[src/source/start_ctrl.sv]
// Clock lock delay
`timescale 1ns/10ps
module start_ctrl #(
  parameter int LOCK_CYCLES = 8
) (
  input  logic clk,
  input  logic arst_n,
  output logic start_fetch
);

  localparam int CNT_W = $clog2(LOCK_CYCLES + 1);

  logic [CNT_W-1:0] lock_cnt;

  // Stands in for the PLL lock signal.
  always_ff @(posedge clk or negedge arst_n) begin
    if (!arst_n) begin
      lock_cnt    <= '0;
      start_fetch <= 1'b0;
    end else if (!start_fetch) begin
      lock_cnt <= lock_cnt + 1'b1;
      if (lock_cnt == CNT_W'(LOCK_CYCLES - 1)) begin
        start_fetch <= 1'b1; // Sticky until reset.
      end
    end
  end

endmodule

[config.mk]
export PLATFORM = sky130hd
export DESIGN_NAME = start_ctrl
export DESIGN_NICKNAME = d
export VERILOG_FILES = /design/src/source/start_ctrl.sv
export SDC_FILE = /design/constraint.sdc
export NUM_CORES = 1
export LEC_CHECK = 0
export ABC_AREA = 1
export CORE_AREA = 2 2 39 41
export CTS_CLUSTER_DIAMETER = 50
export DETAILED_ROUTE_END_ITERATION = 10
export DIE_AREA = 0 0 41 43
export DONT_BUFFER_PORTS = 1
export GPL_TIMING_DRIVEN = 0
export MAX_ROUTING_LAYER = met4
export SLEW_MARGIN = 20
export SYNTH_ARGS = -nofsm -noshare
export SYNTH_HDL_FRONTEND = slang
export SYNTH_SLANG_ARGS = --single-unit
[constraint.sdc]
create_clock -name clk -period 1.7 [get_ports clk]
set_clock_uncertainty 0.2 [all_clocks]
set_input_delay 0.34 -clock clk [delete_from_list [all_inputs] [get_ports clk]]
set_output_delay 0.34 -clock clk [all_outputs]
set_load 0.05 [all_outputs]
# Word level (Yosys, flattened, before mapping)
# Index checks and enable logic that the tools add are counted.
# op_classes
n_eq_ne	1
addsub	1
mux	2
# ops
op	n
adder 4 x 1 -> 4 bit, second input constant	1
equality test 4 x 3 -> 1 bit, second input constant	1
two-way mux 1 bit	2
# word_totals
ff_bits	5
input_bits	2

# Longest topological paths before layout
# depth
ltp_word	3
mapped_depth	5
mapped_depth_nobuf	5

# Worst setup path before layout
# No wires, ideal clock.
# synth_timing
path_kind	reg-to-reg
start	reg start_fetch
end	reg lock_cnt[2]
required_time_ns	1.387
synth_period_minus_slack_ns	1.265
arrival_ns	0.952
stages_incl_launch_ff	6
path_slack_ns	0.435
path_buffers	0
path_cell_list	dfrtp_1 inv_2 nand2_1 nand2_1 nand2_1 inv_1
# synth_lines
item	line_no	text
start: declaration	8	output logic start_fetch
start signal: assignment	19	start_fetch <= 1'b0;
start signal: assignment	23	start_fetch <= 1'b1;
end signal: assignment	21	lock_cnt <= lock_cnt + 1'b1;
end: declaration	13	logic [CNT_W-1:0] lock_cnt;

# Worst setup path after layout
# layout_timing
start	reg start_fetch
end	out start_fetch
# No word-level cell between the ends.

==> results.json <==
{
  "fin_cells": 50,
  "grt_util_all_layers": 0.0638,
  "synth_compound_area_frac": 0,
  "core_mm2": 0.00138,
  "postRouteAntennaNets": 0,
  "gr-total-overflow": 0,
  "fin_total_pwr_uw": 267,
  "yosysMostFrequentCell": "nand2_1",
  "status": "finished clean",
  "hpwl_um": 271,
  "critPathKind": "flop to output pin",
  "relSlewSlack": 0.627,
  "synth-xor-area-share": 0,
  "synth_top_family_by_area": "simple AND/OR/NAND/NOR gates",
  "clk_pin_slew_worst_paths_ns": 0.05,
  "diodes": 0,
  "critPathLaunchType": "flop",
  "cap_violations": 0,
  "max_freq_mhz": 677,
  "wl_per_cell_um": 7.62,
  "leakage_uw": 0.000157,
  "drtIter0Drc": 7,
  "synth_cell_types": 8,
  "cts_tree": "yes",
  "hold_violations": 0,
  "num_io_pins": 3,
  "use_met3": 0.0681,
  "synth_seq_cells": 5,
  "post_cts_buffers": 0,
  "worstPathArrival_ns": 0.94,
  "grt_pass1_wl_um": 600,
  "hold_path_class": "input port to async pin",
  "synth_edf_count": 0,
  "num_rows": 14,
  "cts.sinks": 5,
  "grt_util_met2": 0.0625,
  "grt_pass1_vias": 167,
  "antenna_found_initial": 0,
  "ir_drop_mv": 0.160,
  "synth-async-reset-ratio": 1.00,
  "tightest_slew_ns": 0.559,
  "finalCriticalPeriod_ns": 1.48,
  "powerDensity_mw_per_mm2": 931,
  "syn_nets": 32,
  "synthSimpleGateAreaFrac": 0.304,
  "place.gp.congestion": 0.601,
  "grt_util_met1": 0.0547,
  "gr-max-usage-layer": "met4",
  "rsz0062_at_grt": "no",
  "fillerInstances": 154,
  "crit_required_ns": 1.16,
  "ctsHoldBuffers": 1,
  "syn-instance-count": 29,
  "clockBufferDepth": 2,
  "grt_max_degree": 6,
  "dieHeight_um": 43,
  "io_buffer_count": 0,
  "postCtsResizedCells": 0,
  "whs_ns": 0.194,
  "firstDrtPassIters": 4,
  "cts_max_level": 1,
  "clock-root-buffer": "clkbuf_4",
  "ys_seq_area_frac": 0.543,
  "clock_latency_ns": 0.24,
  "vias_per_cell": 3.54,
  "numCtsBuffers": 3,
  "syn_avg_cell_area_um2": 7.94,
  "layout-drive-gt1-share": 0.176,
  "drv_slew": 0,
  "setup_viol": 0,
  "min_period_over_period": 0.869,
  "synth.area.top_cells": "dfrtp_1 54%, nand2_1 18%, nand3_1 6.5%",
  "yosysTopAreaCell": "dfrtp_1",
  "die-area_mm2": 0.00176,
  "num_vias": 177,
  "syn_area_um2": 230,
  "die_w_um": 41,
  "routed_wirelength_um": 381,
  "placedCellCount": 45,
  "synth_fa_ha_area_frac": 0.0543,
  "synth_flop_cell": "dfrtp_1",
  "muxShareOfSynthArea": 0,
  "synth_top_cell_area_share": 0.543,
  "final.setup.tns_ns": 0,
  "critPathMaxFanout": 4,
  "fin_nets": 38,
  "area_delta_synth_final_pct": 24.5,
  "synth_common_cells": "11 x nand2_1, 5 x dfrtp_1, 4 x inv_1, 3 x nand3_1",
  "drc": 0,
  "initial_utilization": 0.166,
  "yosysWarningCount": 0,
  "worst_setup_path_end_kind": "output pin"
}
-- layout make-up --
cell class	instances	area (um2)	area share
Clock buffer	4	26.3	0.0917
Inverter	6	22.5	0.0786
Multi-Input combinational cell	18	82.6	0.288
Timing Repair Buffer	1	10.0	0.0349
Tap cell	16	20.0	0.0699
Sequential cell	5	125	0.437
-- worst paths after layout --
check                            start     endpoint  slack (ns)  cells past startpoint
min in group clk           lock_cnt[3]  lock_cnt[3]        0.28                      2
setup / recovery           start_fetch  start_fetch        0.22                      0
hold / removal                  arst_n  start_fetch        0.19                      1
setup reg to reg           start_fetch  lock_cnt[2]        0.36                      5
max in group asynchronous       arst_n  lock_cnt[2]        0.90                      1
hold reg to reg            lock_cnt[3]  lock_cnt[3]        0.28                      2
-- kinds of logic (layout without fill, tap and decap cells) --
family,Yosys count,after routing
buffers and inverters,6,11
adders and majority gates,1,1
DFF,5,5
and+or+nand+nor,17,17
-- per-layer routing --
| metal | share of wire | vias to the layer above |
|---|---|---|
| met5 | 0 | - |
| met4 | 0 | 0 |
| met3 | 0.081 | 0 |
| met2 | 0.41 | 7 |
| met1 | 0.51 | 75 |
| li1 | - | 95 |
-- worst reg2reg max path: stages (launching register included) --
cell	delay [ns]
dfrtp_1	0.69
inv_2	0.13
nand2_1	0.09
nand2_1	0.05
nand2_1	0.05
inv_1	0.03
-- flip-flops by register name (all words and copies together), names as in the netlist --
signal / flops
start_fetch: 1
lock_cnt: 4
-- power by group --
part | switching, uW | leakage, uW | internal [uW]
logic | 2.37 | 0.0000831 | 1.59
clock network | 54.4 | 0.0000150 | 89.1
registers | 0 | 0.0000594 | 119
-- placed cells by master, fill, tap and decap left out --
| cell | netlist | layout |
|---|---|---|
| clkbuf_1 | 0 | 1 |
| clkbuf_4 | 0 | 3 |
| dfrtp_1 | 5 | 5 |
| dlygate4sd3_1 | 0 | 1 |
| ha_1 | 1 | 1 |
| inv_1 | 4 | 4 |
| inv_2 | 2 | 2 |
| nand2_1 | 11 | 11 |
| nand3_1 | 3 | 3 |
| nor2_1 | 2 | 2 |
| nor2_2 | 1 | 1 |
-- per-stage QoR --
| step | cell area, um2 | utilization | worst slack [ns] |
|---|---|---|---|
| 3_3_place_gp | 250 | 0.181 | 0.378 |
| 5_1_grt | 287 | 0.207 | 0.185 |
| 6_report | 287 | 0.207 | 0.223 |
| 3_5_place_dp | 250 | 0.181 | 0.363 |
| 4_1_cts | 287 | 0.207 | 0.207 |
| 2_1_floorplan | 230 | - | 0.435 |
(Power assumes the default switching activity.)
