--- config.mk ---
export PLATFORM = sky130hd
export DESIGN_NAME = tiny_core_flat
export DESIGN_NICKNAME = d
export VERILOG_FILES = /design/src/source/soc_pkg.sv /design/src/source/isa_pkg.sv /design/src/source/mem_bus_if.sv /design/src/source/tiny_core.sv /design/src/flat_wrapper.sv
export SDC_FILE = /design/constraint.sdc
export NUM_CORES = 1
export LEC_CHECK = 0
export ABC_CLOCK_PERIOD_IN_PS = 13700
export BUFFER_PORTS_ARGS = -buffer_cell sky130_fd_sc_hd__buf_2
export CORE_AREA = 3 3 182 184
export CTS_CLUSTER_SIZE = 20
export DETAILED_ROUTE_END_ITERATION = 6
export DIE_AREA = 0 0 185 187
export PLACE_DENSITY_LB_ADDON = 0.08
export SLEW_MARGIN = 20
export SYNTH_ARGS = -nofsm -noshare
export SYNTH_HDL_FRONTEND = slang
export SYNTH_SLANG_ARGS = --single-unit
--- constraint.sdc ---
create_clock -name clk -period 13.7 [get_ports clk]
set_clock_uncertainty 0.15 [all_clocks]
set_input_delay 1.37 -clock clk [delete_from_list [all_inputs] [get_ports clk]]
set_output_delay 1.37 -clock clk [all_outputs]
set_load 0.01 [all_outputs]
--- src/source/soc_pkg.sv ---
// System bus and memory map
package soc_pkg;

  // Bus widths.
  localparam int ADDR_W = 32;
  localparam int DATA_W = 32;
  localparam int CSR_W  = 8;   // Status and argument registers.

  // **************************************************
  // Memory map
  // **************************************************
  localparam logic [ADDR_W-1:0] ROM_BASE     = 32'h8000_0000; // Also the boot address.
  localparam logic [ADDR_W-1:0] RAM_BASE     = 32'h0000_0000;
  localparam logic [ADDR_W-1:0] CSR_ADDR     = 32'h0000_1000; // Status output.
  localparam logic [ADDR_W-1:0] ARG_ADDR     = 32'h0000_1004; // Argument input.
  localparam logic [ADDR_W-1:0] SCRATCH_ADDR = 32'h0000_0010;

  // Reset values.
  localparam logic [CSR_W-1:0] CSR_RST = 8'h00;

endpackage
--- src/source/isa_pkg.sv ---
// Tiny core instruction set
package isa_pkg;

  // Field layout, opcode on top and immediate at the bottom.
  localparam int INSTR_W = 32;
  localparam int OP_W    = 4;
  localparam int REG_W   = 2;
  localparam int IMM_W   = 16;
  localparam int OP_LSB  = INSTR_W - OP_W;  // Bit 28.
  localparam int RD_LSB  = OP_LSB - REG_W;  // Bit 26.
  localparam int RS_LSB  = RD_LSB - REG_W;  // Bit 24.

  typedef enum logic [OP_W-1:0] {
    OP_LI   = 4'h1,
    OP_ADD  = 4'h2,
    OP_ADDI = 4'h3,
    OP_LW   = 4'h4,
    OP_SW   = 4'h5,
    OP_BNZ  = 4'h6,
    OP_HALT = 4'hF
  } opcode_e;

  function automatic logic [INSTR_W-1:0] enc(opcode_e op, logic [REG_W-1:0] rd,
                                             logic [REG_W-1:0] rs, logic [IMM_W-1:0] imm);
    return {op, rd, rs, {(RS_LSB - IMM_W){1'b0}}, imm};
  endfunction

  localparam logic [INSTR_W-1:0] HALT_INSTR = enc(OP_HALT, 2'd0, 2'd0, 16'h0000);

  // **************************************************
  // Fixed program, csr = 3 * arg + 5
  // **************************************************
  localparam int PROG_LEN = 11;
  localparam int LOOP_PC  = 3;  // Word index of the loop body.

  localparam logic [INSTR_W-1:0] PROGRAM [PROG_LEN] = '{
    enc(OP_LW,   2'd1, 2'd0, IMM_W'(soc_pkg::ARG_ADDR)),
    enc(OP_LI,   2'd2, 2'd0, 16'd0),
    enc(OP_LI,   2'd3, 2'd0, 16'd3),
    enc(OP_ADD,  2'd2, 2'd1, 16'd0),     // r2 += arg.
    enc(OP_ADDI, 2'd3, 2'd0, 16'hFFFF),  // Loop count down.
    enc(OP_BNZ,  2'd0, 2'd3, IMM_W'(LOOP_PC)),
    enc(OP_ADDI, 2'd2, 2'd0, 16'd5),
    enc(OP_SW,   2'd0, 2'd2, IMM_W'(soc_pkg::SCRATCH_ADDR)),
    enc(OP_LW,   2'd0, 2'd0, IMM_W'(soc_pkg::SCRATCH_ADDR)),
    enc(OP_SW,   2'd0, 2'd0, IMM_W'(soc_pkg::CSR_ADDR)),
    HALT_INSTR
  };

endpackage

--- src/source/mem_bus_if.sv ---
// Request/ready memory bus
`timescale 1ns/10ps
interface mem_bus_if #(
  parameter int ADDR_W = soc_pkg::ADDR_W,
  parameter int DATA_W = soc_pkg::DATA_W
) ();

  logic              valid;  // Held until ready.
  logic              ready;  // One cycle pulse per transfer.
  logic              we;
  logic [ADDR_W-1:0] addr;
  logic [DATA_W-1:0] wdata;
  logic [DATA_W-1:0] rdata;  // Valid with ready.

  modport master (
    output valid, we, addr, wdata,
    input  ready, rdata
  );

  modport slave (
    input  valid, we, addr, wdata,
    output ready, rdata
  );

endinterface

--- src/source/tiny_core.sv ---
// Tiny multicycle core
`timescale 1ns/10ps
module tiny_core #(
  parameter logic [soc_pkg::ADDR_W-1:0] START_ADDR = soc_pkg::ROM_BASE
) (
  input  logic     clk,
  input  logic     arst_n,
  input  logic     start_fetch,
  mem_bus_if.master instr,
  mem_bus_if.master lsu,
  output logic     halted
);
  import soc_pkg::*;
  import isa_pkg::*;

  typedef enum logic [2:0] {
    S_IDLE,
    S_FETCH,
    S_EXEC,
    S_MEM,
    S_HALT
  } state_e;

  state_e              state;
  logic [ADDR_W-1:0]   pc;
  logic [ADDR_W-1:0]   pc_next;
  logic [INSTR_W-1:0]  ir;
  logic [DATA_W-1:0]   regs [4];
  opcode_e             op;
  logic [REG_W-1:0]    rd;
  logic [REG_W-1:0]    rs;
  logic [DATA_W-1:0]   imm_sx;
  logic [ADDR_W-1:0]   mem_addr;

  // **************************************************
  // Decode
  // **************************************************
  assign op       = opcode_e'(ir[INSTR_W-1:OP_LSB]);
  assign rd       = ir[RD_LSB +: REG_W];
  assign rs       = ir[RS_LSB +: REG_W];
  assign imm_sx   = {{(DATA_W - IMM_W){ir[IMM_W-1]}}, ir[IMM_W-1:0]};
  assign mem_addr = RAM_BASE + ADDR_W'(ir[IMM_W-1:0]);

  // Branch target is a word index into the program.
  assign pc_next = (op == OP_BNZ && regs[rs] != '0) ?
                   START_ADDR + ADDR_W'({ir[IMM_W-1:0], 2'b00}) :
                   pc + ADDR_W'(4);

  // Fetch bus only reads.
  assign instr.addr  = pc;
  assign instr.we    = 1'b0;
  assign instr.wdata = '0;

  // **************************************************
  // Control FSM
  // **************************************************
  always_ff @(posedge clk or negedge arst_n) begin
    if (!arst_n) begin
      state       <= S_IDLE;
      pc          <= START_ADDR;
      instr.valid <= 1'b0;
      lsu.valid   <= 1'b0;
      halted      <= 1'b0;
    end else begin
      case (state)
        S_IDLE: if (start_fetch) begin
          instr.valid <= 1'b1;
          state       <= S_FETCH;
        end
        S_FETCH: if (instr.ready) begin
          instr.valid <= 1'b0;
          state       <= S_EXEC;
        end
        S_EXEC: begin
          if (op == OP_HALT) begin
            halted <= 1'b1;
            state  <= S_HALT;
          end else if (op == OP_LW || op == OP_SW) begin
            lsu.valid <= 1'b1;
            state     <= S_MEM;
          end else begin
            pc          <= pc_next; // Unknown opcodes fall through as no-ops.
            instr.valid <= 1'b1;
            state       <= S_FETCH;
          end
        end
        S_MEM: if (lsu.ready) begin
          lsu.valid   <= 1'b0;
          pc          <= pc + ADDR_W'(4);
          instr.valid <= 1'b1;
          state       <= S_FETCH;
        end
        S_HALT: halted <= 1'b1;
        default: state <= S_IDLE;
      endcase
    end
  end

  // Datapath, register file and load/store payload.
  always_ff @(posedge clk) begin
    if (state == S_FETCH && instr.ready) begin
      ir <= instr.rdata;
    end
    if (state == S_EXEC) begin
      case (op)
        OP_LI:   regs[rd] <= imm_sx;
        OP_ADD:  regs[rd] <= regs[rd] + regs[rs];
        OP_ADDI: regs[rd] <= regs[rd] + imm_sx;
        OP_LW, OP_SW: begin
          lsu.addr  <= mem_addr;
          lsu.we    <= (op == OP_SW);
          lsu.wdata <= regs[rs];
        end
        default: ;
      endcase
    end
    if (state == S_MEM && lsu.ready && !lsu.we) begin
      regs[rd] <= lsu.rdata; // Load writeback.
    end
  end

endmodule

--- src/flat_wrapper.sv ---
// flat-port wrapper written by rule: the top's interface ports become plain ports
module tiny_core_flat import soc_pkg::*; import isa_pkg::*;
#(
  parameter logic [soc_pkg::ADDR_W-1:0] START_ADDR = soc_pkg::ROM_BASE
)
  (clk, arst_n, start_fetch, halted, instr_valid, instr_we, instr_addr, instr_wdata, instr_ready, instr_rdata, lsu_valid, lsu_we, lsu_addr, lsu_wdata, lsu_ready, lsu_rdata);
  mem_bus_if instr_i ();
  mem_bus_if lsu_i ();
  input  logic clk;
  input  logic arst_n;
  input  logic start_fetch;
  output logic halted;
  output wire logic [$bits(instr_i.valid)-1:0] instr_valid;
  output wire logic [$bits(instr_i.we)-1:0] instr_we;
  output wire logic [$bits(instr_i.addr)-1:0] instr_addr;
  output wire logic [$bits(instr_i.wdata)-1:0] instr_wdata;
  input wire logic [$bits(instr_i.ready)-1:0] instr_ready;
  input wire logic [$bits(instr_i.rdata)-1:0] instr_rdata;
  output wire logic [$bits(lsu_i.valid)-1:0] lsu_valid;
  output wire logic [$bits(lsu_i.we)-1:0] lsu_we;
  output wire logic [$bits(lsu_i.addr)-1:0] lsu_addr;
  output wire logic [$bits(lsu_i.wdata)-1:0] lsu_wdata;
  input wire logic [$bits(lsu_i.ready)-1:0] lsu_ready;
  input wire logic [$bits(lsu_i.rdata)-1:0] lsu_rdata;
  assign instr_valid = instr_i.valid;
  assign instr_we = instr_i.we;
  assign instr_addr = instr_i.addr;
  assign instr_wdata = instr_i.wdata;
  assign instr_i.ready = instr_ready;
  assign instr_i.rdata = instr_rdata;
  assign lsu_valid = lsu_i.valid;
  assign lsu_we = lsu_i.we;
  assign lsu_addr = lsu_i.addr;
  assign lsu_wdata = lsu_i.wdata;
  assign lsu_i.ready = lsu_ready;
  assign lsu_i.rdata = lsu_rdata;
  tiny_core #(.START_ADDR(START_ADDR)) u_core (.clk(clk), .arst_n(arst_n), .start_fetch(start_fetch), .instr(instr_i), .lsu(lsu_i), .halted(halted));
endmodule
[Word-level counts from Yosys, hierarchy flattened]
Memories as Yosys holds them, arrays and structs flattened. A register that Yosys moved wholly into a read port is not among the register bits.
Index checks and enable logic that the tools add are counted.
Operators by class
  $add $sub $neg: 4
  equality and inequality tests: 18
  muxes and demuxes: 39
  bitwise gates (word level): 4
  reductions and logical operators: 18
Operator list (number)
  $mux 32: 7
  $add 32x32->32: 2
  $pmux 32 s2: 1
  $add 32x18->32 const A: 1
  $add 32x3->32 const B: 1
  $reduce_bool 32->1: 1
  $mux 1: 20
  $pmux 3 s5: 1
  $eq 4x3->1 const B: 3
  $mux 3: 4
  $reduce_and 4->1: 3
  $ne 2x2->1 const B: 5
  $eq 4x2->1 const B: 2
  $eq 3x2->1 const B: 2
  $mux 2: 3
  $reduce_and 6->1: 1
  $eq 4x1->1 const B: 1
  $eq 4x4->1 const B: 1
  $logic_and 1x1->1: 4
  $ne 2x1->1 const B: 2
  $pmux 1 s2: 2
  $pmux 1 s4: 1
  $reduce_and 2->1: 2
  $reduce_bool 2->1: 2
  other kinds (9): 11
Word-level totals
  bits in registers: 119
  memory bits (writable): 128
  input bits: 69
  output and inout bits: 133
  logic and storage cells: 93
  memories kept: 1
Memory list
  u_core.regs: words 4, bits a word 32, read ports 2, clocked after memory_dff 2, write ports 1, RTL line tiny_core.sv:28  | logic [DATA_W-1:0] regs [4];

[Longest topological paths before layout]
  depth after elaboration: 7
  depth in mapped cells: 14
  depth with buffers taken out: 12

[Worst setup path after synthesis]
No wires, ideal clock.
  path type: input port to flip-flop
  start: in lsu_ready
  end: mem u_core.regs[0][0] (enable)
  setup time: 470 ps
  arrival: 4483 ps
  required time: 13080 ps
  slack: 8597 ps
  stages on the path: 5
  buffers on the path: 2
  path through: nand2_1 or3_1 clkbuf_1 clkbuf_1 a211oi_1
Between the ends
  longest elaborated chain between the ends: 5
RTL lines
  from (decl): RTL line flat_wrapper.sv:23  | input wire logic [$bits(lsu_i.ready)-1:0] lsu_ready;
  $logic_and 1x1->1 (2 in series): RTL line tiny_core.sv:117  | if (state == S_MEM && lsu.ready && !lsu.we) begin
  $mux 1: RTL line tiny_core.sv:117
  $mux 1 (implied by the code): RTL line tiny_core.sv:118  | regs[rd] <= lsu.rdata;
  $or 1x1->1 (no source line)
  to (decl): RTL line tiny_core.sv:28
Every way passes these cells.

==> impl_metrics.csv <==
group,metric,value,unit
global_route,grt_pass1_wl,59900,um
global_route,antenna_found_initial,0,
outcome,status,"complete, no violations",
worst_setup_path,slowest_stage,"mux4_2",
detailed_routing,drtAntennaViolNets,0,
synthesis,yosysTopAreaCellShare,42.6,%
clock_network,numCtsBuffers,27,
worst_setup_path,max_stage_delay,0.63,ns
die,die_h,187,um
worst_setup_path,r2r_slack,8.34,ns
min_path,hold_class,"flip-flop to flip-flop",
final_layout,antenna_cells,0,
power,ir_worst_vdd,0.000123,V
final_layout,layout-drive-gt1-share,21.2,%
die,core,0.0316,mm^2
worst_setup_path,crit_path_end,"u_core.regs[1][30]$_DFFE_PP_",
clock_network,cts_tree,"done",
global_route,grt.total_usage,22.4,%
sta,grt_setup_unrepaired,"no",
sta,worst_slew_pin_slew,0.970,ns
sta,finalHoldViolCount,0,
die,ios,202,
synthesis,synth.area.top_cells,"edfxtp_1 (43%), mux4_2 (10%), dfrtp_1 (6.2%)",
clock_network,clock_latency,0.56,ns
sta,period_needed,5.36,ns
die,start_util,44.9,%
detailed_routing,drcViolationCount,0,
synthesis,syn_avg_cell_area,11.8,um^2
die,die_w,185,um
power,p_sw_share,40.1,%
final_layout,fin_util,50.9,%
synthesis,synth_area,0.0142,mm^2
power,seqPwrFrac,30.0,%
global_route,grt_pass1_vias,9973,
worst_setup_path,startpoint_type,"flip-flop",
clock_network,cts_root_buf,"clkbuf_16",
worst_setup_path,crit_fanout,32,
clock_network,clk_pin_slew,0.06,ns
die,dieArea,0.0346,mm^2
clock_network,post_cts_buffers,0,
synthesis,post_synth_num_cell_types,68,
detailed_routing,via_count,10500,
clock_network,cts_resized,0,
synthesis,synth.top_cells.by_count,"edfxtp_1 (201), a21oi_1 (110), nand2_1 (83)",
sta,fmax,0.186,GHz
detailed_routing,wl_per_cell,22.6,um
placement,placed_area,0.0151,mm^2
final_layout,fin_nets,1469,
synthesis,seq_area_frac_synth,49.5,%
worst_setup_path,cp_data_arrival_time,5.48,ns
sta,slew_headroom,35.1,%
sta,fin_tns_setup,0,ns
power,clock_power_share,22.4,%
global_route,grt_start_max_net_pins,48,
synthesis,ys_ff_latch,241,
worst_setup_path,worstSetupEndpointType,"flip-flop",
synthesis,synth-main-ff-cell,"edfxtp_1",
detailed_routing,drt-initial-drc-count,848,
clock_network,clockBufferDepth,3,
synthesis,synth_edf_count,201,
synthesis,async_flop_share,14.9,%
synthesis,synth.most_common_cell,"edfxtp_1",
power,switching_power,1.33,mW
die,row_count,65,
worst_setup_path,ff2ff_path_depth,13,
final_layout,finalInstanceArea,0.0161,mm^2
placement,dpl.hpwl,27700,um
synthesis,syn_inst,1201,
sta,slew_viol_final,0,
power,combPwrFrac,47.6,%
power,power.internal,1.99,mW
worst_setup_path,timing.rr.end,"u_core.regs[1][30]$_DFFE_PP_",
placement,gp_congestion,0.899,
final_layout,fillers,2813,
sta,setup_viol,0,
clock_network,htreeDepth,1,
detailed_routing,drt-pass1-iter-count,5,
clock_network,cts.sinks,241,
power,p_per_area,207,mW/mm^2
job,drv_cap,0,
min_path,min-delay-start,"u_core.ir[24]$_DFFE_PP_",
global_route,grt-ovfl-total,0,
placement,io_buffers,142,
power,p_leak,6.10,nW
detailed_routing,wirelength,39700,um
clock_network,ctsHoldBuffers,0,
synthesis,synth_top_area_cell,"edfxtp_1",
worst_setup_path,crit_path_cell_trace,"buf_4 > mux4_2 > ha_1 > fa_1 > a211oi_1 > o21ai_0 > and2_1 > a41oi_1 > o211ai_1 > a31o_2 > nand4_1 > o41ai_1 > nor4_1",
detailed_routing,viasPerCell,5.97,
sta,min_period_over_period,39.2,%
synthesis,yosysWarnings,0,
final_layout,syn_to_final_growth,13.3,%
worst_setup_path,worstPathRequired,13.81,ns
worst_setup_path,critical_path_class,"flip-flop to flip-flop",
[worst min path at each step]
stage	endpoint	slack (ns)	depth (start not counted)
floorplan	flip-flop	0.30	1
global placement	flip-flop	0.30	1
detailed placement	u_core.halted$_DFFE_PN0P_	0.31	1
CTS	u_core.halted$_DFFE_PN0P_	0.32	1
global route	u_core.halted$_DFFE_PN0P_	0.34	1
finish	flip-flop	0.32	1
[sequential cells by signal (all words and copies together), names as in the netlist, named ones only]
signal	count
u_core.lsu.we	1
u_core.state	3
u_core.instr.valid	1
u_core.lsu.wdata	32
u_core.lsu.valid	1
u_core.regs	128
u_core.instr.addr	30
u_core.lsu.addr	16
u_core.halted	1
u_core.ir	24
[layout make-up]
type                    instances  area (um^2)  share of cell area, %
clock buffers                  38          757                   4.72
clock inverters                12          161                   1.01
inverters                      14         52.6                  0.327
multi-input cells             891         6710                   41.8
flip-flops and latches        241         7020                   43.7
well taps                     402          503                   3.13
repair buffers                160          846                   5.27
[per-layer routing]
layer	GRT usage, %	vias up	routed length [um]	share of wire [%]
met5	0	-	0	0
met4	4.39	0	653	1.6
met3	3.70	45	3020	7.6
met2	33.7	381	17500	44
met1	34.6	5205	18500	47
li1	-	4870	-	-
[cell usage in the layout, fill, tap and decap left out, drive strengths merged, types with 7 or more instances in the layout]
| cell type | Yosys | layout |
|---|---|---|
| o211ai | 9 | 9 |
| or3 | 8 | 8 |
| xor2 | 32 | 32 |
| inv | 14 | 17 |
| clkbuf | 34 | 38 |
| nand2b | 12 | 12 |
| nand2 | 83 | 83 |
| ha | 63 | 63 |
| nor3 | 19 | 19 |
| xnor2 | 24 | 24 |
| o21a | 9 | 9 |
| o22ai | 7 | 7 |
| a211oi | 21 | 21 |
| nand4 | 21 | 21 |
| nand3 | 30 | 30 |
| and2 | 11 | 11 |
| mux4 | 65 | 65 |
| a31oi | 16 | 16 |
| buf | 71 | 160 |
| mux2i | 9 | 9 |
| nor2 | 80 | 80 |
| and3 | 15 | 15 |
| o31ai | 10 | 10 |
| edfxtp | 201 | 201 |
| a21oi | 110 | 110 |
| nor4 | 11 | 11 |
| a21o | 29 | 29 |
| dfrtp | 35 | 35 |
| conb | 1 | 51 |
| o21ai | 78 | 78 |
[cell families (layout without fill, tap and decap cells)]
family	Yosys count	count (layout)	share of synthesized area (%)
flip-flops	241	241	49.5
other	1	51	0.0265
multiplexers	78	78	11.3
XOR/XNOR	56	56	3.46
adder cells (fa/ha/maj)	65	65	5.85
buffers and inverters	119	224	4.84
AO/OA/AOI/OAI	338	338	14.8
AND/OR/NAND/NOR	303	303	10.2
[metrics by stage]
step / setup slack [ns] / instances / hold WS, ns / power (mW)
finish: 8.34 / 1758 / 0.322 / 3.33
global route: 7.91 / 1758 / 0.338 / 3.55
CTS: 8.32 / 1758 / 0.323 / 3.33
detailed placement: 8.36 / 1708 / 0.308 / 2.57
global placement: 8.43 / 1708 / 0.303 / 2.57
floorplan: 8.60 / 1251 / 0.299 / 2.17
[power groups by stage]
stage,logic [mW],registers (mW),clock network (mW)
final,1.58,0.999,0.746
after global routing,1.75,1.01,0.793
after CTS,1.57,0.999,0.763
after detailed placement,1.56,1.01,0
after global placement,1.56,1.01,0
after floorplan,1.16,1.00,0
[worst max-delay path, delay by kind of cell (launching register included)]
kind / cells / cell delay, ns
AOI/OAI and AO/OA: 6 / 1.84
and+or+nand+nor: 3 / 0.88
adders and majority gates: 2 / 0.68
muxes: 1 / 0.63
buffers and inverters: 1 / 0.58
DFF: 1 / 0.31
(Power assumes the default switching activity.)
