**src/source/soc_pkg.sv**
```systemverilog
// System bus and memory map
package soc_pkg;

  // Bus widths.
  localparam int ADDR_W = 32;
  localparam int DATA_W = 32;
  localparam int CSR_W  = 8;   // Status and argument registers.

  // **************************************************
  // Memory map
  // **************************************************
  localparam logic [ADDR_W-1:0] ROM_BASE     = 32'h8000_0000; // Also the boot address.
  localparam logic [ADDR_W-1:0] RAM_BASE     = 32'h0000_0000;
  localparam logic [ADDR_W-1:0] CSR_ADDR     = 32'h0000_1000; // Status output.
  localparam logic [ADDR_W-1:0] ARG_ADDR     = 32'h0000_1004; // Argument input.
  localparam logic [ADDR_W-1:0] SCRATCH_ADDR = 32'h0000_0010;

  // Reset values.
  localparam logic [CSR_W-1:0] CSR_RST = 8'h00;

endpackage
```
**src/source/isa_pkg.sv**
```systemverilog
// Tiny core instruction set
package isa_pkg;

  // Field layout, opcode on top and immediate at the bottom.
  localparam int INSTR_W = 32;
  localparam int OP_W    = 4;
  localparam int REG_W   = 2;
  localparam int IMM_W   = 16;
  localparam int OP_LSB  = INSTR_W - OP_W;  // Bit 28.
  localparam int RD_LSB  = OP_LSB - REG_W;  // Bit 26.
  localparam int RS_LSB  = RD_LSB - REG_W;  // Bit 24.

  typedef enum logic [OP_W-1:0] {
    OP_LI   = 4'h1,
    OP_ADD  = 4'h2,
    OP_ADDI = 4'h3,
    OP_LW   = 4'h4,
    OP_SW   = 4'h5,
    OP_BNZ  = 4'h6,
    OP_HALT = 4'hF
  } opcode_e;

  function automatic logic [INSTR_W-1:0] enc(opcode_e op, logic [REG_W-1:0] rd,
                                             logic [REG_W-1:0] rs, logic [IMM_W-1:0] imm);
    return {op, rd, rs, {(RS_LSB - IMM_W){1'b0}}, imm};
  endfunction

  localparam logic [INSTR_W-1:0] HALT_INSTR = enc(OP_HALT, 2'd0, 2'd0, 16'h0000);

  // **************************************************
  // Fixed program, csr = 3 * arg + 5
  // **************************************************
  localparam int PROG_LEN = 11;
  localparam int LOOP_PC  = 3;  // Word index of the loop body.

  localparam logic [INSTR_W-1:0] PROGRAM [PROG_LEN] = '{
    enc(OP_LW,   2'd1, 2'd0, IMM_W'(soc_pkg::ARG_ADDR)),
    enc(OP_LI,   2'd2, 2'd0, 16'd0),
    enc(OP_LI,   2'd3, 2'd0, 16'd3),
    enc(OP_ADD,  2'd2, 2'd1, 16'd0),     // r2 += arg.
    enc(OP_ADDI, 2'd3, 2'd0, 16'hFFFF),  // Loop count down.
    enc(OP_BNZ,  2'd0, 2'd3, IMM_W'(LOOP_PC)),
    enc(OP_ADDI, 2'd2, 2'd0, 16'd5),
    enc(OP_SW,   2'd0, 2'd2, IMM_W'(soc_pkg::SCRATCH_ADDR)),
    enc(OP_LW,   2'd0, 2'd0, IMM_W'(soc_pkg::SCRATCH_ADDR)),
    enc(OP_SW,   2'd0, 2'd0, IMM_W'(soc_pkg::CSR_ADDR)),
    HALT_INSTR
  };

endpackage

```
**src/source/mem_bus_if.sv**
```systemverilog
// Request/ready memory bus
`timescale 1ns/10ps
interface mem_bus_if #(
  parameter int ADDR_W = soc_pkg::ADDR_W,
  parameter int DATA_W = soc_pkg::DATA_W
) ();

  logic              valid;  // Held until ready.
  logic              ready;  // One cycle pulse per transfer.
  logic              we;
  logic [ADDR_W-1:0] addr;
  logic [DATA_W-1:0] wdata;
  logic [DATA_W-1:0] rdata;  // Valid with ready.

  modport master (
    output valid, we, addr, wdata,
    input  ready, rdata
  );

  modport slave (
    input  valid, we, addr, wdata,
    output ready, rdata
  );

endinterface

```
**src/source/bus_rom.sv**
```systemverilog
// Program ROM slave
`timescale 1ns/10ps
module bus_rom (
  input  logic     clk,
  input  logic     arst_n,
  mem_bus_if.slave bus
);
  import soc_pkg::*;
  import isa_pkg::*;

  localparam int IDX_W = $clog2(PROG_LEN);

  logic [ADDR_W-1:0] offset;
  logic              in_range;
  logic              req;

  assign offset   = bus.addr - ROM_BASE;
  assign in_range = offset[ADDR_W-1:2] < (ADDR_W - 2)'(PROG_LEN);
  assign req      = bus.valid && !bus.ready;

  // **************************************************
  // One wait cycle handshake
  // **************************************************
  always_ff @(posedge clk or negedge arst_n) begin
    if (!arst_n) begin
      bus.ready <= 1'b0;
    end else begin
      bus.ready <= req; // Single pulse per request.
    end
  end

  // Past the end of the program the core sees HALT.
  always_ff @(posedge clk) begin
    if (req) begin
      bus.rdata <= in_range ? PROGRAM[offset[IDX_W+1:2]] : HALT_INSTR;
    end
  end

endmodule

```
**src/flat_wrapper.sv**
```systemverilog
// flat-port wrapper written by rule: the top's interface ports become plain ports
module bus_rom_flat import soc_pkg::*; import isa_pkg::*;
  (clk, arst_n, bus_valid, bus_we, bus_addr, bus_wdata, bus_ready, bus_rdata);
  mem_bus_if bus_i ();
  input  logic clk;
  input  logic arst_n;
  input wire logic [$bits(bus_i.valid)-1:0] bus_valid;
  input wire logic [$bits(bus_i.we)-1:0] bus_we;
  input wire logic [$bits(bus_i.addr)-1:0] bus_addr;
  input wire logic [$bits(bus_i.wdata)-1:0] bus_wdata;
  output wire logic [$bits(bus_i.ready)-1:0] bus_ready;
  output wire logic [$bits(bus_i.rdata)-1:0] bus_rdata;
  assign bus_i.valid = bus_valid;
  assign bus_i.we = bus_we;
  assign bus_i.addr = bus_addr;
  assign bus_i.wdata = bus_wdata;
  assign bus_ready = bus_i.ready;
  assign bus_rdata = bus_i.rdata;
  bus_rom u_core (.clk(clk), .arst_n(arst_n), .bus(bus_i));
endmodule
```
**config.mk**
```make
export PLATFORM = sky130hd
export DESIGN_NAME = bus_rom_flat
export DESIGN_NICKNAME = d
export VERILOG_FILES = /design/src/source/soc_pkg.sv /design/src/source/isa_pkg.sv /design/src/source/mem_bus_if.sv /design/src/source/bus_rom.sv /design/src/flat_wrapper.sv
export SDC_FILE = /design/constraint.sdc
export NUM_CORES = 1
export LEC_CHECK = 0
export BUFFER_PORTS_ARGS = -buffer_cell sky130_fd_sc_hd__buf_2
export CORE_UTILIZATION = 36
export DETAILED_ROUTE_END_ITERATION = 16
export PLACE_DENSITY = 0.8
export REMOVE_ABC_BUFFERS = 1
export SETUP_SLACK_MARGIN = 0.02
export SKIP_LAST_GASP = 1
export SLEW_MARGIN = 40
export SYNTH_ARGS = -nofsm -noshare
export SYNTH_HDL_FRONTEND = slang
export SYNTH_SLANG_ARGS = --single-unit
export TNS_END_PERCENT = 30
```
**constraint.sdc**
```tcl
create_clock -name clk -period 1.92 [get_ports clk]
set_input_delay 0.288 -clock clk [delete_from_list [all_inputs] [get_ports clk]]
set_output_delay 0.288 -clock clk [all_outputs]
set_load 0.01 [all_outputs]
```
=== Yosys cells after proc, flatten, opt, wreduce, memory -nomap -nowiden ===
Memory sizes are Yosys's and may differ from the RTL's. A register that Yosys moved wholly into a read port is not among the register bits.
Cells that the tools add are included.

* Bitwise gates (word level): 1
* Reductions and logical operators: 3
* $lt $le $gt $ge: 1
* Add/subtract/negate cells: 1

{| class="wikitable"
|+ Operators with widths
! cell !! count
|-
| 32-bit subtractor, second input constant || 1
|-
| 30-bit by 4-bit < comparator with 1-bit output, second input constant || 1
|-
| 4-bit inverter with 5-bit output || 1
|-
| 1-bit logical NOT || 2
|-
| 1-bit logical AND || 1
|}

* Bits of input ports: 68
* Register bits after elaboration: 1
* Memories kept: 1
* Logic and storage cells: 8
* ROM bits: 512

{| class="wikitable"
|+ Memory list
! name !! words !! width !! read ports !! clocked after Yosys merged registers in !! write ports !! line !! RTL
|-
| (name not given) || 16 || 32 || 1 || 1 || 0 || bus_rom.sv:35 || <nowiki>bus.rdata <= in_range ? PROGRAM[offset[IDX_W+1:2]] : HALT_INSTR;</nowiki>
|}

=== Depth between registers and ports, before layout ===
Gate-level depths: netlist (run 1).

* Word-level depth: 3
* Gate-level depth with buffers: 5
* Mapped depth without buffers: 5

=== Worst setup path after synthesis (run 1) ===
OpenSTA, ideal clock, no wires.

* Kind: input -> register
* From: in bus_addr[28]
* To: reg u_core.bus.rdata[30] (data pin)
* Stages: 3
* Required time: 1.648 ns
* Arrival time: 1.274 ns
* Buffers on the path: 0
* Setup slack: 0.374 ns
* Library setup time: 0.272 ns
* Path through: nor4_4 -> nand4b_4 -> or4b_1

* Word-level cells in the longest chain between the ends: 3

{| class="wikitable"
|+ RTL lines
! element !! line !! RTL
|-
| start, declared || flat_wrapper.sv:9 || <nowiki>input wire logic [$bits(bus_i.addr)-1:0] bus_addr;</nowiki>
|-
| 32-bit subtractor || bus_rom.sv:17 || <nowiki>assign offset = bus.addr - ROM_BASE;</nowiki>
|-
| 30-bit by 4-bit < comparator with 1-bit output || bus_rom.sv:18 || <nowiki>assign in_range = offset[ADDR_W-1:2] < (ADDR_W - 2)'(PROG_LEN);</nowiki>
|-
| 1-bit logical NOT (no source line) || - ||
|-
| end, declared || mem_bus_if.sv:22 || <nowiki>output ready, rdata</nowiki>
|}

Every way passes these cells.

=== Worst setup path after layout (run 1) ===
* From: in bus_addr[23]
* To: reg u_core.bus.rdata[30] (data pin)

Same word-level chain as after synthesis.

==> results of run 1 <==
[final timing paths]
check,start,end,slack [ns]
max in group asynchronous,arst_n,u_core.bus.ready$_DFF_PN0_,1.53
min in group clk,bus_addr[3],u_core.bus.rdata[0]$_SDFFCE_PP0P_,0.44
worst max register to register,u_core.bus.ready$_DFF_PN0_,u_core.bus.rdata[15]$_SDFFCE_PP0P_,0.89
worst min-delay path,arst_n,u_core.bus.ready$_DFF_PN0_,0.31
worst max-delay path,bus_addr[23],u_core.bus.rdata[30]$_SDFFCE_PP1P_,0.41
worst min register to register,u_core.bus.ready$_DFF_PN0_,u_core.bus.ready$_DFF_PN0_,0.64
[power by group]
| group | total [mW] | internal, mW | switching [mW] |
|---|---|---|---|
| sequential | 0.371 | 0.367 | 0.00404 |
| combinational | 0.142 | 0.0621 | 0.0799 |
| clock | 0.166 | 0.0804 | 0.0859 |
[metrics by stage]
stage / area (µm²) / utilization [%] / power, mW
final: 1310 / 47.5 / 0.680
after global routing: 1310 / 47.5 / 0.712
after CTS: 1310 / 47.5 / 0.688
after detailed placement: 1270 / 46.2 / 0.520
after global placement: 1270 / 46.2 / 0.513
after floorplan: 928 / - / 0.442
[Yosys cell counts (2+ instances only)]
cell type  count
clkbuf_1       2
o21ai_0        3
mux2i_1        2
inv_1          3
nand2_1        3
buf_4         18
nor2b_1        5
nor4_4         3
a31oi_1        2
ha_1           6
nor3_1         9
nor4_1         2
edfxtp_1      14
nor2_1         3
nand3_1        4
[layout make-up]
| cell class | count | share of cell area [%] |
|---|---|---|
| timing repair buffer | 61 | 24.2 |
| clock buffer | 4 | 2.00 |
| tap | 31 | 2.96 |
| inverter | 3 | 0.859 |
| sequential | 15 | 34.0 |
| multi-input combinational | 63 | 36.0 |
[cell usage in the layout, fill, tap and decap left out, drive strengths merged]
cell type    instances
o21ai                3
buf                 60
nand4b               1
and3                 1
or4b                 1
nor4b                1
clkbuf               4
nor2b                5
xor2                 1
a2111oi              1
or2                  1
nor3                 9
dlygate4sd3          1
edfxtp              14
nand3                4
inv                  3
dfrtp                1
nand4                1
o22ai                1
ha                   6
nor3b                1
nand2                3
o21a                 1
mux2i                2
nor2                 3
conb                 8
nor4                 5
a31oi                2
and4                 1
o32ai                1
[registers in the layout (all words and copies together), names as in the netlist]
name / flops
u_core.bus.rdata: 14
u_core.bus.ready: 1
[repair_timing]
item	CTS	global route
hold buffers	1	0
hold endpoints to repair	1	0
setup endpoints to repair	0	0
[cell families (layout without fill, tap and decap cells)]
kind of cell | count (synthesis) | after routing | synth area share (%)
and+or+nand+nor | 37 | 37 | 26.0
buffers and inverters | 24 | 68 | 15.1
DFF | 15 | 15 | 42.4
AOI/OAI and AO/OA | 9 | 9 | 6.20
adders and majority gates | 6 | 6 | 7.15
muxes | 2 | 2 | 1.91
other | 1 | 8 | 0.357
xor gates and xnor gates | 1 | 1 | 0.834
[worst reg2reg max path, stage by stage, from the launching register on]
cell     delay, ns
dfrtp_1       0.38
nor2b_1       0.11
buf_4         0.23
[per-layer routing]
layer	wire [µm]	GRT usage (%)	part of all wire (%)	vias up
met5	0	0	0	-
met4	0	4.18	0	0
met3	163	1.86	8.1	0
met2	1060	26.9	53	43
met1	781	14.0	39	400
li1	-	-	-	427
==> impl_results.md, run 1 <==
- Status: completed
- Ratio of final minimum period to clock period: roughly four fifths
- Row Count: 19
- Vias in the first global route: 814
- Largest delay share family, worst path: simple AND/OR/NAND/NOR gates
- Maximum clock frequency: around 0.66 GHz
- Final setup viols: 0
- Worst-skew pair later-pin latency: 0.27 ns
- DP Wirelength: about 1700 µm
- Yosys reg bits: 15
- Critical-path top delay cell: or4b_1
- Core area: approximately 2800 µm²
- CP bufs+invs: 1
- Top cell type's share of synthesized area: 40.0%
- CTS max path bufs: 2
- Critical path peak fanout: 2
- CP max stage delay: 0.56 ns
- Crit path required time: 1.93 ns
- Post-synth top flop: edfxtp_1
- H-tree depth: 1
- Setup TNS: 0 ns
- Area of the multi-input gates: ~470 µm²
- Crit path depth: 4
- Placer Congestion: about 0.81
- RSZ-0062 raised after global routing: no
- Power Density: slightly above 500 nW/µm²
- Worst slack, placed: 0.132 ns
- DP Cell Count: 172
- Initial Utilization: 38.1%
- WL final: 2010 µm
- Fin worst setup slack: just over 0.4 ns
- Top Ports: between 100 and 150
- Initial antenna violation count: 0
- Post-Syn Area: 1050 µm²
- Antenna viol nets, final: 0
- Root Buffer: clkbuf_4
- Area Overhead vs Synth: 24.9%
- DR vias: 870
- Leak: ~0.59 nW
- NumNets Final: approximately 220
- Fin Clk Skew: around 0.005 ns
- Largest area contributor in the netlist: edfxtp_1
- CTS Sinks: 15
- Cell count after synthesis: 95
- Worst Reg-to-Reg Cells: 2
- Footprint of the flip-flops and latches: approximately 450 µm²
- Resized cells post-CTS: 0
- Vias per cell: between 4 and 5
- Reg clk slew, reported paths: ~0.080 ns
- Pins Over Slew Limit: 0
- Initial DRT Pass Iterations: 4
- Worst Path Arrival: between 1.5 and 2 ns
- Critical setup path kind: in2reg
- Hold crit path type: in2async
- Total grt overflow: 0
- Post-CTS Setup Inserts: 0
- Chip height: 56 µm
- Die footprint: 3140 µm²
- DRC: 0
- Num CTS Buffers: 3
- Minimum clock period: roughly 1.5 ns
- Initial drt markers: 27
- Synth cell types: 31
- Critical Path Start Type: input pin
- Synth Area per Inst: roughly 11 µm²
- Largest net degree at the start of global routing: 16
- Fraction of registers with async set/reset: 6.67%
- Maximum Capacitance Violations: 0
- Die width: 56 µm
- Seq/Total Area, Yosys: ~42%
- Hold Fails Final Rpt: 0
- GRT Total Usage: approximately 13%
- Layout cells sized above 1: 47.3%
- Peak supply drop: approximately 0.00035 V
- Yosys warns: 0
- Fillcell total: approximately 270
- CTS tree: done
- Drt wl/cell: between 10 and 15 µm
- Crit. End Element: flop
- N_diodes: 0
- Top post-synthesis cells by area: edfxtp_1 40%, buf_4 13%, ha_1 7.2%, nor4_4 6.1%, nor3_1 4.3%
- Hold WS: a little over 0.3 ns
- Worst-path cell chain: buf_2 > nor4b_1 > nand4_1 > or4b_1
- Port bufs: 57
- Non-Filler Instances: approximately 180
- First-pass GRT wire length: ~3400 µm
- Post-synth EDFFs: 14
No activity file was read; power rests on OpenSTA's default activity.
==> inputs of run 2 (changes only) <==
==> constraint.sdc (replaced) <==
create_clock -name clk -period 1.5 [get_ports clk]
set_input_delay 0.225 -clock clk [delete_from_list [all_inputs] [get_ports clk]]
set_output_delay 0.225 -clock clk [all_outputs]
set_load 0.01 [all_outputs]
==> run 2 against run 1 <==
Net effect:
- combinational power grew 35%
- non-clock buffer count increased by 6
- routed wire length rose by 0.95%
- via count is 2.3% higher
- utilization grew 1.6 points
- clock power grew 29%
- cell count up 3.4%
- clock skew down 0.0048 ns
- highest routed layer is now met4
==> impl_results.md, run 2 (synthesized netlist as in run 1, its figures left out) <==
- Commonest non-fill, non-tap cell in the layout: buf_2 (unchanged)
- CTS max path bufs: 2 (unchanged)
- Reg2reg start: u_core.bus.ready$_DFF_PN0_ (unchanged)
- DR vias: 890 (was 870)
- Pins Over Slew Limit: 0 (unchanged)
- Critical path peak fanout: 2 (unchanged)
- Critical-path top delay cell: or4b_1 (unchanged)
- Vias per cell: 4.86 (was 4.92)
- Worst R2R End: u_core.bus.rdata[1]$_SDFFCE_PP0P_ (was u_core.bus.rdata[15]$_SDFFCE_PP0P_)
- Die footprint: 3140 µm² (unchanged)
- Die width: 56 µm (unchanged)
- Initial drt markers: 18 (was 27)
- Drt wl/cell: 11.1 µm (was 11.3 µm)
- CP max stage delay: 0.55 ns (was 0.56 ns)
- RSZ-0062 raised after global routing: no (unchanged)
- Row Count: 19 (unchanged)
- Maximum clock frequency: ~0.7 GHz
- Root Buffer: clkbuf_4 (unchanged)
- First-pass GRT wire length: 3350 µm (was 3390 µm)
- Critical Path Start Type: input pin (unchanged)
- Power Density: 650 nW/µm² (was 518 nW/µm²)
- Ratio of final minimum period to clock period: 94.9%
- Reg clk slew, reported paths: 0.08 ns (about the same)
- H-tree depth: 1 (unchanged)
- CTS tree: done (unchanged)
- Peak supply drop: 0.000447 V (was 0.000347 V)
- Fin Clk Skew: 0.000302 ns (was 0.00507 ns)
- CTS Sinks: 15 (unchanged)
- Initial DRT Pass Iterations: 4 (unchanged)
- Placer Congestion: 0.829 (was 0.810)
- Layout cells sized above 1: 49.3% (was 47.3%)
- Worst Reg-to-Reg Cells: 2 (unchanged)
- Leak: 0.618 nW (was 0.587 nW)
- Area Overhead vs Synth: 29.2% (was 24.9%)
- Status: completed (unchanged)
- Minimum clock period: 1.42 ns
- Total grt overflow: 0 (unchanged)
- Final Total Pwr: 0.881 mW (was 0.680 mW)
- Final setup viols: 0 (unchanged)
- Initial Utilization: 38.1% (unchanged)
- Worst-path cell chain: buf_2 > nor4b_1 > nand4_1 > or4b_1 (unchanged)
- Vias in the first global route: 834 (was 814)
- Num CTS Buffers: 3 (unchanged)
- Crit. End Element: flop (unchanged)
- DRC: 0 (unchanged)
- Worst-skew pair later-pin latency: 0.27 ns (about the same)
- Core Util, Final: 49.2% (was 47.5%)
- Antenna viol nets, final: 0 (unchanged)
- Max reg flops: 14 (unchanged)
- Port bufs: 57 (unchanged)
- Most frequent cells in the layout: 57 x buf_2, 14 x edfxtp_1, 9 x nor3_1, 9 x buf_4, 8 x conb_1 (was 57 x buf_2, 14 x edfxtp_1, 9 x nor3_1)
- Slack of the worst reg-to-reg path: 0.47 ns (was 0.89 ns)
- DP Wirelength: 1740 µm (was 1720 µm)
- Chip height: 56 µm (unchanged)
- NumNets Final: 227 (was 221)
- Hold crit path type: in2async (unchanged)
- Crit path required time: 1.51 ns (was 1.93 ns)
- Top Ports: 101 (unchanged)
- Most flops, register: u_core.bus.rdata (unchanged)
- Regs by FF count: u_core.bus.rdata: 14 flops, u_core.bus.ready: 1 flops (unchanged)
- WL final: 2030 µm (was 2010 µm)
- GRT Total Usage: 13.3% (was 13.4%)
- Maximum Capacitance Violations: 0 (unchanged)
- Largest net degree at the start of global routing: 16 (unchanged)
- Critical setup path kind: in2reg (unchanged)
- N_diodes: 0 (unchanged)
- Hold Fails Final Rpt: 0 (unchanged)
- Initial antenna violation count: 0 (unchanged)
- Core area: 2760 µm² (unchanged)
- Worst Path Arrival: 1.44 ns (was 1.52 ns)
## run 2: cell types whose count changed in the layout (fill, tap and decap cells not counted), sizes merged
| cell | delta |
|---|---|
| buf | +6 |
## run 2: critical path: cells and delay by family
kind / cells / cell delay, ns
buf+inv: 1 / 0.09
simple gates: 3 / 1.12
## run 2: where the power goes
group | internal (mW) | switching [mW]
logic | 0.0876 | 0.105
registers | 0.470 | 0.00526
clock network | 0.103 | 0.111
total | 0.661 | 0.221
## run 2: metal layers
metal	wire (µm)	GRT usage [%]
met5	0	0
met3	201	3.02
met1	733	12.7
met2	1050	26.0
met4	40	6.62
## run 2: final cells by class
class | count | area [µm²]
Fill cell | 254 | 1400
Multi-Input combinational cell | 63 | 472
Sequential cell | 15 | 445
Timing Repair Buffer | 67 | 363
Tap cell | 31 | 38.8
Clock buffer | 4 | 26.3
Inverter | 3 | 11.3
## run 2: worst max-delay path by stage
stage	from	to	slack, ns	cells after the start
floorplan	bus_addr[23]	u_core.bus.rdata[30]$_SDFFCE_PP1P_	-0.24	3
global placement	bus_addr[23]	u_core.bus.rdata[30]$_SDFFCE_PP1P_	-0.14	4
detailed placement	bus_addr[23]	u_core.bus.rdata[30]$_SDFFCE_PP1P_	-0.23	4
CTS	bus_addr[23]	u_core.bus.rdata[30]$_SDFFCE_PP1P_	0.06	4
global route	bus_addr[23]	u_core.bus.rdata[30]$_SDFFCE_PP1P_	0.02	4
finish	bus_addr[23]	u_core.bus.rdata[30]$_SDFFCE_PP1P_	0.08	4
## run 2: metrics by stage
step	instances	setup TNS, ns	instance area (µm²)	hold WS [ns]	worst slack (ns)
floorplan	81	-0.236	928	-0.0706	-0.236
global placement	178	-0.207	1320	-0.000471	-0.143
detailed placement	178	-0.343	1320	0.00374	-0.231
CTS	183	0	1360	0.240	0.0642
global route	183	0	1360	0.241	0.0207
finish	183	0	1360	0.255	0.0767
## run 2: what timing repair did
| action | 4_1_cts | 5_1_grt |
|---|---|---|
| resized for setup | 0 | 0 |
| buffers inserted | 0 | 0 |
| endpoints found under the hold margin | 1 | 0 |
| hold buffers | 1 | 0 |
